File: src/common/load_cache_pkg.sv
package load_cache_pkg;

    // ----------------------------------------
    // Widths
    // ----------------------------------------

    // One data word is 32 bits, four bytes
    localparam int DATA_W         = 32;
    localparam int BYTES_PER_WORD = 4;
    localparam int BYTE_SEL_W     = $clog2(BYTES_PER_WORD);

    // A line holds four words
    localparam int LINE_WORDS = 4;
    localparam int WORD_SEL_W = $clog2(LINE_WORDS);

    localparam int TAG_W   = 20;
    localparam int INDEX_W = 8;

    // ----------------------------------------
    // Address and load operation
    // ----------------------------------------

    // Tag, index, word and byte fields together make exactly one word
    typedef struct packed {
        logic [TAG_W-1:0]      tag;
        logic [INDEX_W-1:0]    index;
        logic [WORD_SEL_W-1:0] word_sel;
        logic [BYTE_SEL_W-1:0] byte_sel;
    } load_addr_t;

    typedef enum logic [1:0] {
        LDB,
        LDH,
        LDW
    } load_opcode_t;

    typedef struct packed {
        load_opcode_t opcode;
        logic         signed_load;
    } load_op_t;

    typedef struct packed {
        load_addr_t address;
        load_op_t   op;
    } load_req_t;

    // The same word seen whole or as four bytes, byte 0 in the low bits
    typedef union packed {
        logic [DATA_W-1:0]                word;
        logic [BYTES_PER_WORD-1:0][7:0]   bytes;
    } data_word_t;

    // ----------------------------------------
    // Cache and store buffer ports
    // ----------------------------------------

    // Setting dirty_en makes the cache also return the line dirty bit
    typedef struct packed {
        logic [TAG_W-1:0]      tag;
        logic [INDEX_W-1:0]    index;
        logic [WORD_SEL_W-1:0] word_sel;
        logic                  dirty_en;
    } cache_rd_t;

    // With alloc_tag the cache also writes the tag and marks the line valid and clean
    typedef struct packed {
        logic [TAG_W-1:0]      tag;
        logic [INDEX_W-1:0]    index;
        logic [WORD_SEL_W-1:0] word_sel;
        data_word_t            data;
        logic                  alloc_tag;
    } cache_wr_t;

    // Writeback is always a full word, so byte_sel stays zero
    typedef struct packed {
        load_addr_t address;
        data_word_t data;
    } wb_packet_t;

endpackage

File: src/hw/load_data_slicer.sv
`timescale 1ns/1ps

module load_data_slicer (
    input  load_cache_pkg::load_op_t                    op_i,
    input  logic [load_cache_pkg::BYTE_SEL_W-1:0]       byte_sel_i,
    input  load_cache_pkg::data_word_t                  word_i,
    output load_cache_pkg::data_word_t                  data_o
);

    localparam int DW = load_cache_pkg::DATA_W;

    logic [7:0]  byte_val;
    logic [15:0] half_val;

    // Byte picked through the byte view of the word
    assign byte_val = word_i.bytes[byte_sel_i];

    // Half words are aligned, so only byte_sel bit 1 matters
    assign half_val = {word_i.bytes[{byte_sel_i[1], 1'b1}],
                       word_i.bytes[{byte_sel_i[1], 1'b0}]};

    always_comb begin
        case (op_i.opcode)
            load_cache_pkg::LDB: begin
                // Upper bits copy the sign bit only for signed loads
                data_o.word = {{(DW - 8){op_i.signed_load & byte_val[7]}}, byte_val};
            end
            load_cache_pkg::LDH: begin
                data_o.word = {{(DW - 16){op_i.signed_load & half_val[15]}}, half_val};
            end
            default: begin
                // Full word, no extension needed
                data_o = word_i;
            end
        endcase
    end

endmodule

File: src/line_refill/line_fill_buffer.sv
`timescale 1ns/1ps

module line_fill_buffer (
    input  logic                                  clk_i,
    input  logic                                  rst_n_i,
    input  logic                                  rsp_valid_i,
    input  load_cache_pkg::data_word_t            rsp_data_i,
    input  logic                                  clear_i,
    input  logic [load_cache_pkg::WORD_SEL_W-1:0] rd_index_i,
    input  logic [load_cache_pkg::WORD_SEL_W-1:0] word_sel_i,
    output logic [load_cache_pkg::WORD_SEL_W:0]   count_o,
    output load_cache_pkg::data_word_t            word_o,
    output load_cache_pkg::data_word_t            req_word_o
);

    localparam int SEL_W = load_cache_pkg::WORD_SEL_W;

    load_cache_pkg::data_word_t line_q [load_cache_pkg::LINE_WORDS];
    load_cache_pkg::data_word_t req_word_q;
    logic [SEL_W:0]             count_q;
    logic                       capture;

    // Words arrive in line order, so the count is also the write slot
    assign capture = rsp_valid_i && !clear_i && (count_q < load_cache_pkg::LINE_WORDS);

    always_ff @(posedge clk_i) begin
        if (!rst_n_i || clear_i) begin
            count_q <= '0;
        end else if (capture) begin
            count_q <= count_q + 1'b1;
        end
    end

    always_ff @(posedge clk_i) begin
        if (capture) begin
            line_q[count_q[SEL_W-1:0]] <= rsp_data_i;
            // Keep the word the load asked for
            if (count_q[SEL_W-1:0] == word_sel_i) begin
                req_word_q <= rsp_data_i;
            end
        end
    end

    assign count_o    = count_q;
    assign word_o     = line_q[rd_index_i];
    assign req_word_o = req_word_q;

endmodule

File: src/line_refill/line_refill_engine.sv
`timescale 1ns/1ps

module line_refill_engine (
    input  logic                        clk_i,
    input  logic                        rst_n_i,
    input  logic                        start_i,
    input  load_cache_pkg::load_req_t   req_i,
    output logic                        busy_o,
    output logic                        done_o,
    output load_cache_pkg::data_word_t  word_o,
    output logic                        rd_en_o,
    output load_cache_pkg::cache_rd_t   rd_o,
    input  load_cache_pkg::data_word_t  cache_rd_data_i,
    input  logic                        cache_dirty_i,
    output logic                        wb_valid_o,
    output load_cache_pkg::wb_packet_t  wb_o,
    input  logic                        wb_ready_i,
    output logic                        mem_req_valid_o,
    output load_cache_pkg::load_addr_t  mem_req_addr_o,
    input  logic                        mem_req_ready_i,
    input  logic                        mem_rsp_valid_i,
    input  load_cache_pkg::data_word_t  mem_rsp_data_i,
    output logic                        cache_wr_valid_o,
    output load_cache_pkg::cache_wr_t   cache_wr_o,
    input  logic                        cache_wr_ready_i
);

    localparam int               SEL_W     = load_cache_pkg::WORD_SEL_W;
    localparam int               CNT_W     = SEL_W + 1;
    localparam logic [CNT_W-1:0] LAST_WORD = CNT_W'(load_cache_pkg::LINE_WORDS - 1);

    typedef enum logic [2:0] {
        IDLE,
        READ_VICTIM,
        DIRTY_CHECK,
        WRITE_BACK,
        MEM_REQUEST,
        ALLOCATE,
        DONE
    } refill_state_t;

    refill_state_t              state_q;
    refill_state_t              state_d;
    logic [CNT_W-1:0]           wr_cnt_q;
    logic [CNT_W-1:0]           wr_cnt_d;
    logic [SEL_W-1:0]           word_idx;
    logic                       rd_valid_q;
    load_cache_pkg::load_addr_t addr_q;
    load_cache_pkg::data_word_t victim_q;
    logic                       fill_clear;
    logic [CNT_W-1:0]           fill_count;
    load_cache_pkg::data_word_t fill_word;

    // One counter serves as the victim word index, then as the written word count
    assign word_idx = wr_cnt_q[SEL_W-1:0];

    always_ff @(posedge clk_i) begin
        if (!rst_n_i) begin
            state_q    <= IDLE;
            wr_cnt_q   <= '0;
            rd_valid_q <= 1'b0;
        end else begin
            state_q    <= state_d;
            wr_cnt_q   <= wr_cnt_d;
            rd_valid_q <= rd_en_o;
        end
    end

    // Victim data is valid only one cycle after the read, keep it for a stalled push
    always_ff @(posedge clk_i) begin
        if ((state_q == IDLE) && start_i) begin
            addr_q <= req_i.address;
        end
        if (rd_valid_q) begin
            victim_q <= cache_rd_data_i;
        end
    end

    always_comb begin
        state_d  = state_q;
        wr_cnt_d = wr_cnt_q;
        case (state_q)
            IDLE: begin
                if (start_i) begin
                    state_d  = READ_VICTIM;
                    wr_cnt_d = '0;
                end
            end
            READ_VICTIM: begin
                // Word 0 comes back together with the dirty bit
                state_d = (wr_cnt_q == '0) ? DIRTY_CHECK : WRITE_BACK;
            end
            DIRTY_CHECK: begin
                // Clean line goes straight to memory
                if (!cache_dirty_i) begin
                    state_d = MEM_REQUEST;
                end else if (wb_ready_i) begin
                    state_d  = READ_VICTIM;
                    wr_cnt_d = wr_cnt_q + 1'b1;
                end else begin
                    state_d = WRITE_BACK;
                end
            end
            WRITE_BACK: begin
                if (wb_ready_i) begin
                    if (wr_cnt_q == LAST_WORD) begin
                        state_d = MEM_REQUEST;
                    end else begin
                        state_d  = READ_VICTIM;
                        wr_cnt_d = wr_cnt_q + 1'b1;
                    end
                end
            end
            MEM_REQUEST: begin
                if (mem_req_ready_i) begin
                    state_d  = ALLOCATE;
                    wr_cnt_d = '0;
                end
            end
            ALLOCATE: begin
                if (cache_wr_valid_o && cache_wr_ready_i) begin
                    wr_cnt_d = wr_cnt_q + 1'b1;
                    if (wr_cnt_q == LAST_WORD) begin
                        state_d = DONE;
                    end
                end
            end
            DONE:    state_d = IDLE;
            default: state_d = IDLE;
        endcase
    end

    assign busy_o = (state_q != IDLE);
    assign done_o = (state_q == DONE);

    // ----------------------------------------
    // Victim read and writeback
    // ----------------------------------------

    assign rd_en_o = (state_q == READ_VICTIM);
    assign rd_o    = '{tag:      addr_q.tag,
                       index:    addr_q.index,
                       word_sel: word_idx,
                       dirty_en: (wr_cnt_q == '0)};

    assign wb_valid_o = ((state_q == DIRTY_CHECK) && cache_dirty_i) || (state_q == WRITE_BACK);
    assign wb_o       = '{address: '{addr_q.tag, addr_q.index, word_idx, '0},
                          data:    rd_valid_q ? cache_rd_data_i : victim_q};

    // ----------------------------------------
    // Memory request and allocation
    // ----------------------------------------

    assign mem_req_valid_o = (state_q == MEM_REQUEST);
    assign mem_req_addr_o  = '{addr_q.tag, addr_q.index, '0, '0};

    // Write as soon as more words have arrived than have been written
    assign cache_wr_valid_o = (state_q == ALLOCATE) && (wr_cnt_q < fill_count);
    assign cache_wr_o       = '{tag:       addr_q.tag,
                                index:     addr_q.index,
                                word_sel:  word_idx,
                                data:      fill_word,
                                alloc_tag: (wr_cnt_q == '0)};

    assign fill_clear = (state_q == IDLE) && start_i;

    line_fill_buffer u_fill (
        .clk_i       (clk_i),
        .rst_n_i     (rst_n_i),
        .rsp_valid_i (mem_rsp_valid_i),
        .rsp_data_i  (mem_rsp_data_i),
        .clear_i     (fill_clear),
        .rd_index_i  (word_idx),
        .word_sel_i  (addr_q.word_sel),
        .count_o     (fill_count),
        .word_o      (fill_word),
        .req_word_o  (word_o)
    );

endmodule

File: src/hw/load_lookup_fsm.sv
`timescale 1ns/1ps

module load_lookup_fsm (
    input  logic                        clk_i,
    input  logic                        rst_n_i,
    input  logic                        req_valid_i,
    input  load_cache_pkg::load_req_t   req_i,
    output logic                        req_ready_o,
    output logic                        data_valid_o,
    input  logic                        data_ready_i,
    output logic                        cache_rd_en_o,
    output load_cache_pkg::cache_rd_t   cache_rd_o,
    input  load_cache_pkg::data_word_t  cache_rd_data_i,
    input  logic                        cache_hit_i,
    output logic                        refill_start_o,
    input  logic                        refill_busy_i,
    input  logic                        refill_done_i,
    input  load_cache_pkg::data_word_t  refill_word_i,
    input  logic                        refill_rd_en_i,
    input  load_cache_pkg::cache_rd_t   refill_rd_i,
    output load_cache_pkg::load_req_t   req_q_o,
    output load_cache_pkg::data_word_t  raw_word_o
);

    typedef enum logic [1:0] {
        IDLE,
        LOOKUP,
        REFILL,
        RESULT
    } lookup_state_t;

    lookup_state_t              state_q;
    lookup_state_t              state_d;
    load_cache_pkg::load_req_t  req_q;
    load_cache_pkg::data_word_t word_q;
    logic                       hit;

    // Cache answer is valid in LOOKUP, the cycle after the strobe
    assign hit = (state_q == LOOKUP) && cache_hit_i;

    always_ff @(posedge clk_i) begin
        if (!rst_n_i) begin
            state_q <= IDLE;
        end else begin
            state_q <= state_d;
        end
    end

    // Request and unsliced word registers
    always_ff @(posedge clk_i) begin
        if (req_valid_i && req_ready_o) begin
            req_q <= req_i;
        end
        if (hit) begin
            word_q <= cache_rd_data_i;
        end else if ((state_q == REFILL) && refill_done_i) begin
            word_q <= refill_word_i;
        end
    end

    always_comb begin
        state_d = state_q;
        case (state_q)
            IDLE: begin
                if (req_valid_i) begin
                    state_d = LOOKUP;
                end
            end
            LOOKUP: begin
                // A hit taken at once goes straight back to IDLE
                if (!cache_hit_i) begin
                    state_d = REFILL;
                end else if (data_ready_i) begin
                    state_d = IDLE;
                end else begin
                    state_d = RESULT;
                end
            end
            REFILL: begin
                if (refill_done_i) begin
                    state_d = RESULT;
                end
            end
            RESULT: begin
                if (data_ready_i) begin
                    state_d = IDLE;
                end
            end
            default: state_d = IDLE;
        endcase
    end

    assign req_ready_o    = (state_q == IDLE);
    assign data_valid_o   = hit || (state_q == RESULT);
    assign refill_start_o = (state_q == LOOKUP) && !cache_hit_i;
    assign req_q_o        = req_q;

    // On a hit the word goes out directly from the cache
    assign raw_word_o = (state_q == LOOKUP) ? cache_rd_data_i : word_q;

    // ----------------------------------------
    // Cache read port
    // ----------------------------------------

    // During a refill the engine drives the port, otherwise incoming requests do
    always_comb begin
        if (state_q == REFILL) begin
            cache_rd_en_o = refill_busy_i && refill_rd_en_i;
            cache_rd_o    = refill_rd_i;
        end else begin
            cache_rd_en_o = (state_q == IDLE) && req_valid_i;
            cache_rd_o    = '{tag:      req_i.address.tag,
                              index:    req_i.address.index,
                              word_sel: req_i.address.word_sel,
                              dirty_en: 1'b0};
        end
    end

endmodule

File: src/hw/load_cache_controller.sv
`timescale 1ns/1ps

module load_cache_controller (
    input  logic                        clk_i,
    input  logic                        rst_n_i,

    // Load request channel
    input  logic                        req_valid_i,
    input  load_cache_pkg::load_req_t   req_i,
    output logic                        req_ready_o,

    // Load result channel
    output logic                        data_valid_o,
    output load_cache_pkg::data_word_t  data_o,
    input  logic                        data_ready_i,

    // Cache read port, answered one cycle after the strobe
    output logic                        cache_rd_en_o,
    output load_cache_pkg::cache_rd_t   cache_rd_o,
    input  load_cache_pkg::data_word_t  cache_rd_data_i,
    input  logic                        cache_hit_i,
    input  logic                        cache_dirty_i,

    // Cache write port
    output logic                        cache_wr_valid_o,
    output load_cache_pkg::cache_wr_t   cache_wr_o,
    input  logic                        cache_wr_ready_i,

    // External memory
    output logic                        mem_req_valid_o,
    output load_cache_pkg::load_addr_t  mem_req_addr_o,
    input  logic                        mem_req_ready_i,
    input  logic                        mem_rsp_valid_i,
    input  load_cache_pkg::data_word_t  mem_rsp_data_i,

    // Store buffer writeback
    output logic                        wb_valid_o,
    output load_cache_pkg::wb_packet_t  wb_o,
    input  logic                        wb_ready_i
);

    logic                       refill_start;
    logic                       refill_busy;
    logic                       refill_done;
    load_cache_pkg::data_word_t refill_word;
    logic                       refill_rd_en;
    load_cache_pkg::cache_rd_t  refill_rd;
    load_cache_pkg::load_req_t  req_q;
    load_cache_pkg::data_word_t raw_word;

    // Request handling and ownership of the cache read port
    load_lookup_fsm u_lookup (
        .clk_i           (clk_i),
        .rst_n_i         (rst_n_i),
        .req_valid_i     (req_valid_i),
        .req_i           (req_i),
        .req_ready_o     (req_ready_o),
        .data_valid_o    (data_valid_o),
        .data_ready_i    (data_ready_i),
        .cache_rd_en_o   (cache_rd_en_o),
        .cache_rd_o      (cache_rd_o),
        .cache_rd_data_i (cache_rd_data_i),
        .cache_hit_i     (cache_hit_i),
        .refill_start_o  (refill_start),
        .refill_busy_i   (refill_busy),
        .refill_done_i   (refill_done),
        .refill_word_i   (refill_word),
        .refill_rd_en_i  (refill_rd_en),
        .refill_rd_i     (refill_rd),
        .req_q_o         (req_q),
        .raw_word_o      (raw_word)
    );

    // The result is sliced after the hold register, so it stays stable under back-pressure
    load_data_slicer u_slicer (
        .op_i       (req_q.op),
        .byte_sel_i (req_q.address.byte_sel),
        .word_i     (raw_word),
        .data_o     (data_o)
    );

    // Miss handling: writeback, memory request and line allocation
    line_refill_engine u_refill (
        .clk_i            (clk_i),
        .rst_n_i          (rst_n_i),
        .start_i          (refill_start),
        .req_i            (req_q),
        .busy_o           (refill_busy),
        .done_o           (refill_done),
        .word_o           (refill_word),
        .rd_en_o          (refill_rd_en),
        .rd_o             (refill_rd),
        .cache_rd_data_i  (cache_rd_data_i),
        .cache_dirty_i    (cache_dirty_i),
        .wb_valid_o       (wb_valid_o),
        .wb_o             (wb_o),
        .wb_ready_i       (wb_ready_i),
        .mem_req_valid_o  (mem_req_valid_o),
        .mem_req_addr_o   (mem_req_addr_o),
        .mem_req_ready_i  (mem_req_ready_i),
        .mem_rsp_valid_i  (mem_rsp_valid_i),
        .mem_rsp_data_i   (mem_rsp_data_i),
        .cache_wr_valid_o (cache_wr_valid_o),
        .cache_wr_o       (cache_wr_o),
        .cache_wr_ready_i (cache_wr_ready_i)
    );

endmodule

File: config.mk
export PLATFORM = sky130hd
export DESIGN_NAME = load_cache_controller
export DESIGN_NICKNAME = d
export VERILOG_FILES = /design/src/common/load_cache_pkg.sv /design/src/hw/load_data_slicer.sv /design/src/line_refill/line_fill_buffer.sv /design/src/line_refill/line_refill_engine.sv /design/src/hw/load_lookup_fsm.sv /design/src/hw/load_cache_controller.sv
export SDC_FILE = /design/constraint.sdc
export NUM_CORES = 1
export LEC_CHECK = 0
export ABC_CLOCK_PERIOD_IN_PS = 11100
export BUFFER_PORTS_ARGS = -buffer_cell sky130_fd_sc_hd__buf_2
export CAP_MARGIN = 30
export CORE_UTILIZATION = 40
export DETAILED_ROUTE_END_ITERATION = 10
export MAX_ROUTING_LAYER = met4
export PLACE_DENSITY = 0.72
export SYNTH_ARGS = -nofsm -noshare
export SYNTH_HDL_FRONTEND = slang
export SYNTH_SLANG_ARGS = --single-unit
File: constraint.sdc
create_clock -name clk_i -period 11.1 [get_ports clk_i]
set_input_delay 1.11 -clock clk_i [delete_from_list [all_inputs] [get_ports clk_i]]
set_output_delay 1.11 -clock clk_i [all_outputs]
set_load 0.01 [all_outputs]
==> flow_metrics.tcl <==
set metrics [dict create \
    status "finished clean" \
    synth_enable_flop_cells 257 \
    cp.arrival_ns 3.59 \
    wl_um 33600 \
    clk_pin_slew_ns 0.06 \
    drive_gt1_share_pct 51.5 \
    cts_buffer_depth 3 \
    synth.area.top_cells "edfxtp_1 58%, mux2_2 8.3%, dfxtp_1 6.9%, mux4_2 6.4%, buf_4 5.4%" \
    numCtsBuffers 34 \
    worstReg2RegEnd "u_lookup.word_q[19]" \
    tightest_slew_ns 0.999 \
    syn_avg_cell_area_sq_um 16.5 \
    yosysUniqueCellTypes 54 \
    synth_seq_cells 303 \
    cts_resized 0 \
    critPathKind "flip-flop to output pin" \
    async_flop_share_pct 0 \
    drv_slew 0 \
    grt_pass1_wl_um 48600 \
    setup_viol 0 \
    fmax_mhz 213 \
    crit_path_end "data_o[23]" \
    ant_nets 0 \
    postCtsSetupBuffers 0 \
    pin_count 337 \
    drt-initial-drc-count 572 \
    cts_hold_buf 0 \
    globalplace.congestion 0.866 \
    synth_cells 808 \
    io_buffers 330 \
    die_h_um 184 \
    critPathLaunch "u_lookup.state_q[0]" \
    cts_root_buf "clkbuf_16" \
    overflow 0 \
    die_area_sq_mm 0.0340 \
    drc 0 \
    setup_tns_ns 0 \
    track_usage_pct 20.0 \
    hold_viol_final 0 \
    grt_pass1_vias 7832 \
    synth_area_leader_cell "edfxtp_1" \
    clkLatencyLatePin_ns 0.52 \
    endpoint_kind "output pin" \
    fp-row-count 66 \
    hp-class "flip-flop to flip-flop" \
    vias 7994 \
    finalClockSkew_ns 0.0299 \
    synth_top_area_share_pct 58.0 \
    grt_max_degree 42 \
    p_leak_uw 0.00608 \
    required_ns 9.99 \
    cts_htree_levels 2 \
    powerDensity_mw_per_mm2 199 \
    critPathLaunchType "flip-flop" \
    core_region_area_sq_mm 0.0326 \
    fin_crit_sh_pct 42.3 \
    start_util_pct 40.8 \
    hold_ws_ns 0.413 \
    rsz0062_at_grt "false" \
    r2r_setup_slack_ns 7.91 \
    synth_seq_area_share_pct 64.9 \
    synthFlopType "edfxtp_1" \
    syn2layout_area_growth_pct 19.3 \
    crit_fanout 25 \
    antenna_found_initial 1 \
    die_w_um 184 \
    reg2reg_from "u_lookup.state_q[0]" \
    cap_violations 0 \
    cts_sinks 303 \
    dr.pass1.iters 5 \
    r2r_cells 3 \
    yosys_warnings 0 \
    dp_hpwl_um 23400 \
    netlist_area_sq_mm 0.0133 \
    period_minus_slack_ns 4.70 \
    ir_drop_uv 158 \
    viasPerCell 5.25 \
    nets 1171 \
    cts_tree "built" \
    wl_per_cell_um 22.0 \
    slew_headroom_pct 33.3 \
]
-- cell usage after synthesis (4+ instances only) --
master    number
inv_1         15
o221ai_1       8
o21ai_0        9
and2_1         6
a21oi_1       18
ha_1           9
mux2_2        98
nor2b_1        6
mux2i_1       33
buf_4         95
o22a_1         5
nand2_1       14
buf_1         12
buf_2          4
nand2b_1      15
a221oi_2      11
a22oi_1        4
nor2_1        16
dfxtp_1       46
mux4_2        38
nor3b_1        5
and3b_1        5
a221oi_1       8
clkbuf_1      22
edfxtp_1     257
-- placed cells by master (no fill, tap or decap), drive strengths merged, types with 6 or more instances in the layout --
cell    synthesis  final
inv            15     15
o21ai           9      9
nand2          14     14
mux2           98     98
a21oi          18     18
dfxtp          46     46
nor2           16     16
buf           115    341
mux2i          33     33
clkbuf         22     49
conb            1      6
nor2b           6      6
a221oi         19     19
mux4           41     41
nand2b         15     15
and2            6      6
edfxtp        257    257
clkinv          0     11
o221ai          8      8
ha              9      9
-- where the power goes --
part           internal, uW  switching [uW]  leakage [uW]  total (uW)
sequential             1380            55.3       0.00275        1440
combinational           309             368       0.00281         677
clock                   612             443      0.000516        1050
total                  2300             866       0.00608        3170
-- area by class of cell --
cell class | instances | area [sq um]
clock buffers | 49 | 968
well taps | 442 | 553
fillers | 2816 | 16700
repair buffers | 341 | 1820
inverters | 15 | 56.3
diodes | 2 | 5.00
flip-flops and latches | 303 | 8640
clock inverters | 13 | 90.1
multi-input cells | 358 | 3750
-- cell families (layout without fill, tap and decap cells) --
family	Yosys count	after routing	share of synthesized area [%]
AO/OA/AOI/OAI	89	89	5.58
XOR/XNOR	3	3	0.197
adder cells (fa/ha/maj)	9	9	0.846
buffers and inverters	152	418	7.30
flip-flops	303	303	64.9
multiplexers	172	172	17.8
other	1	8	0.0282
AND/OR/NAND/NOR	79	79	3.34
-- critical path: stages (launching register included) --
cell	delay, ns
dfxtp_1	0.61
nor2b_1	0.60
mux4_2	0.58
or4_4	0.73
a221oi_2	0.34
buf_2	0.23
-- registers in the layout (all words and copies together), names as in the netlist, named ones only --
name / cells
u_refill.u_fill.line_q: 128
u_lookup.req_q_o: 35
u_lookup.word_q: 32
u_refill.u_fill.req_word_o: 32
u_refill.victim_q: 32
u_refill.cache_wr_o: 28
u_refill.state_q: 3
u_refill.u_fill.count_o: 3
u_refill.wr_cnt_q: 3
u_refill.addr_q: 2
u_lookup.state_q: 1
u_refill.rd_valid_q: 1
-- per-layer routing --
| metal | share of wire (%) | up-vias | wire [um] | global-route usage, % |
|---|---|---|---|---|
| met5 | 0 | - | 0 | - |
| met2 | 49 | 348 | 16600 | 32.8 |
| li1 | - | 3549 | - | - |
| met4 | 2.3 | 0 | 783 | 6.03 |
| met1 | 40 | 4044 | 13600 | 24.7 |
| met3 | 7.8 | 53 | 2630 | 4.56 |
-- worst min path at each step --
stage	startpoint	endpoint	slack (ns)	cells past startpoint
global route	u_lookup.req_q_o[9]	u_refill.cache_wr_o[37]	0.42	0
finish	u_lookup.req_q_o[9]	u_refill.cache_wr_o[37]	0.41	0
floorplan	u_lookup.req_q_o[5]	u_refill.addr_q[2]	0.40	0
global placement	u_lookup.req_q_o[14]	u_refill.cache_wr_o[42]	0.40	0
CTS	u_lookup.req_q_o[12]	u_refill.cache_wr_o[40]	0.41	0
detailed placement	u_lookup.req_q_o[6]	u_refill.addr_q[3]	0.40	0
-- through the flow --
| stage | cells | util, % | cell area (sq um) | total power (uW) | setup slack, ns |
|---|---|---|---|---|---|
| after floorplan | 813 | - | 13300 | 1880 | 7.30 |
| after detailed placement | 1458 | 45.4 | 14800 | 2140 | 6.81 |
| after global placement | 1454 | 45.1 | 14700 | 2120 | 6.91 |
| final | 1523 | 48.7 | 15900 | 3170 | 6.40 |
| after CTS | 1520 | 48.6 | 15900 | 3190 | 6.42 |
| after global routing | 1522 | 48.7 | 15900 | 3300 | 6.24 |
Note: power is estimated with default switching activity, not from simulation.
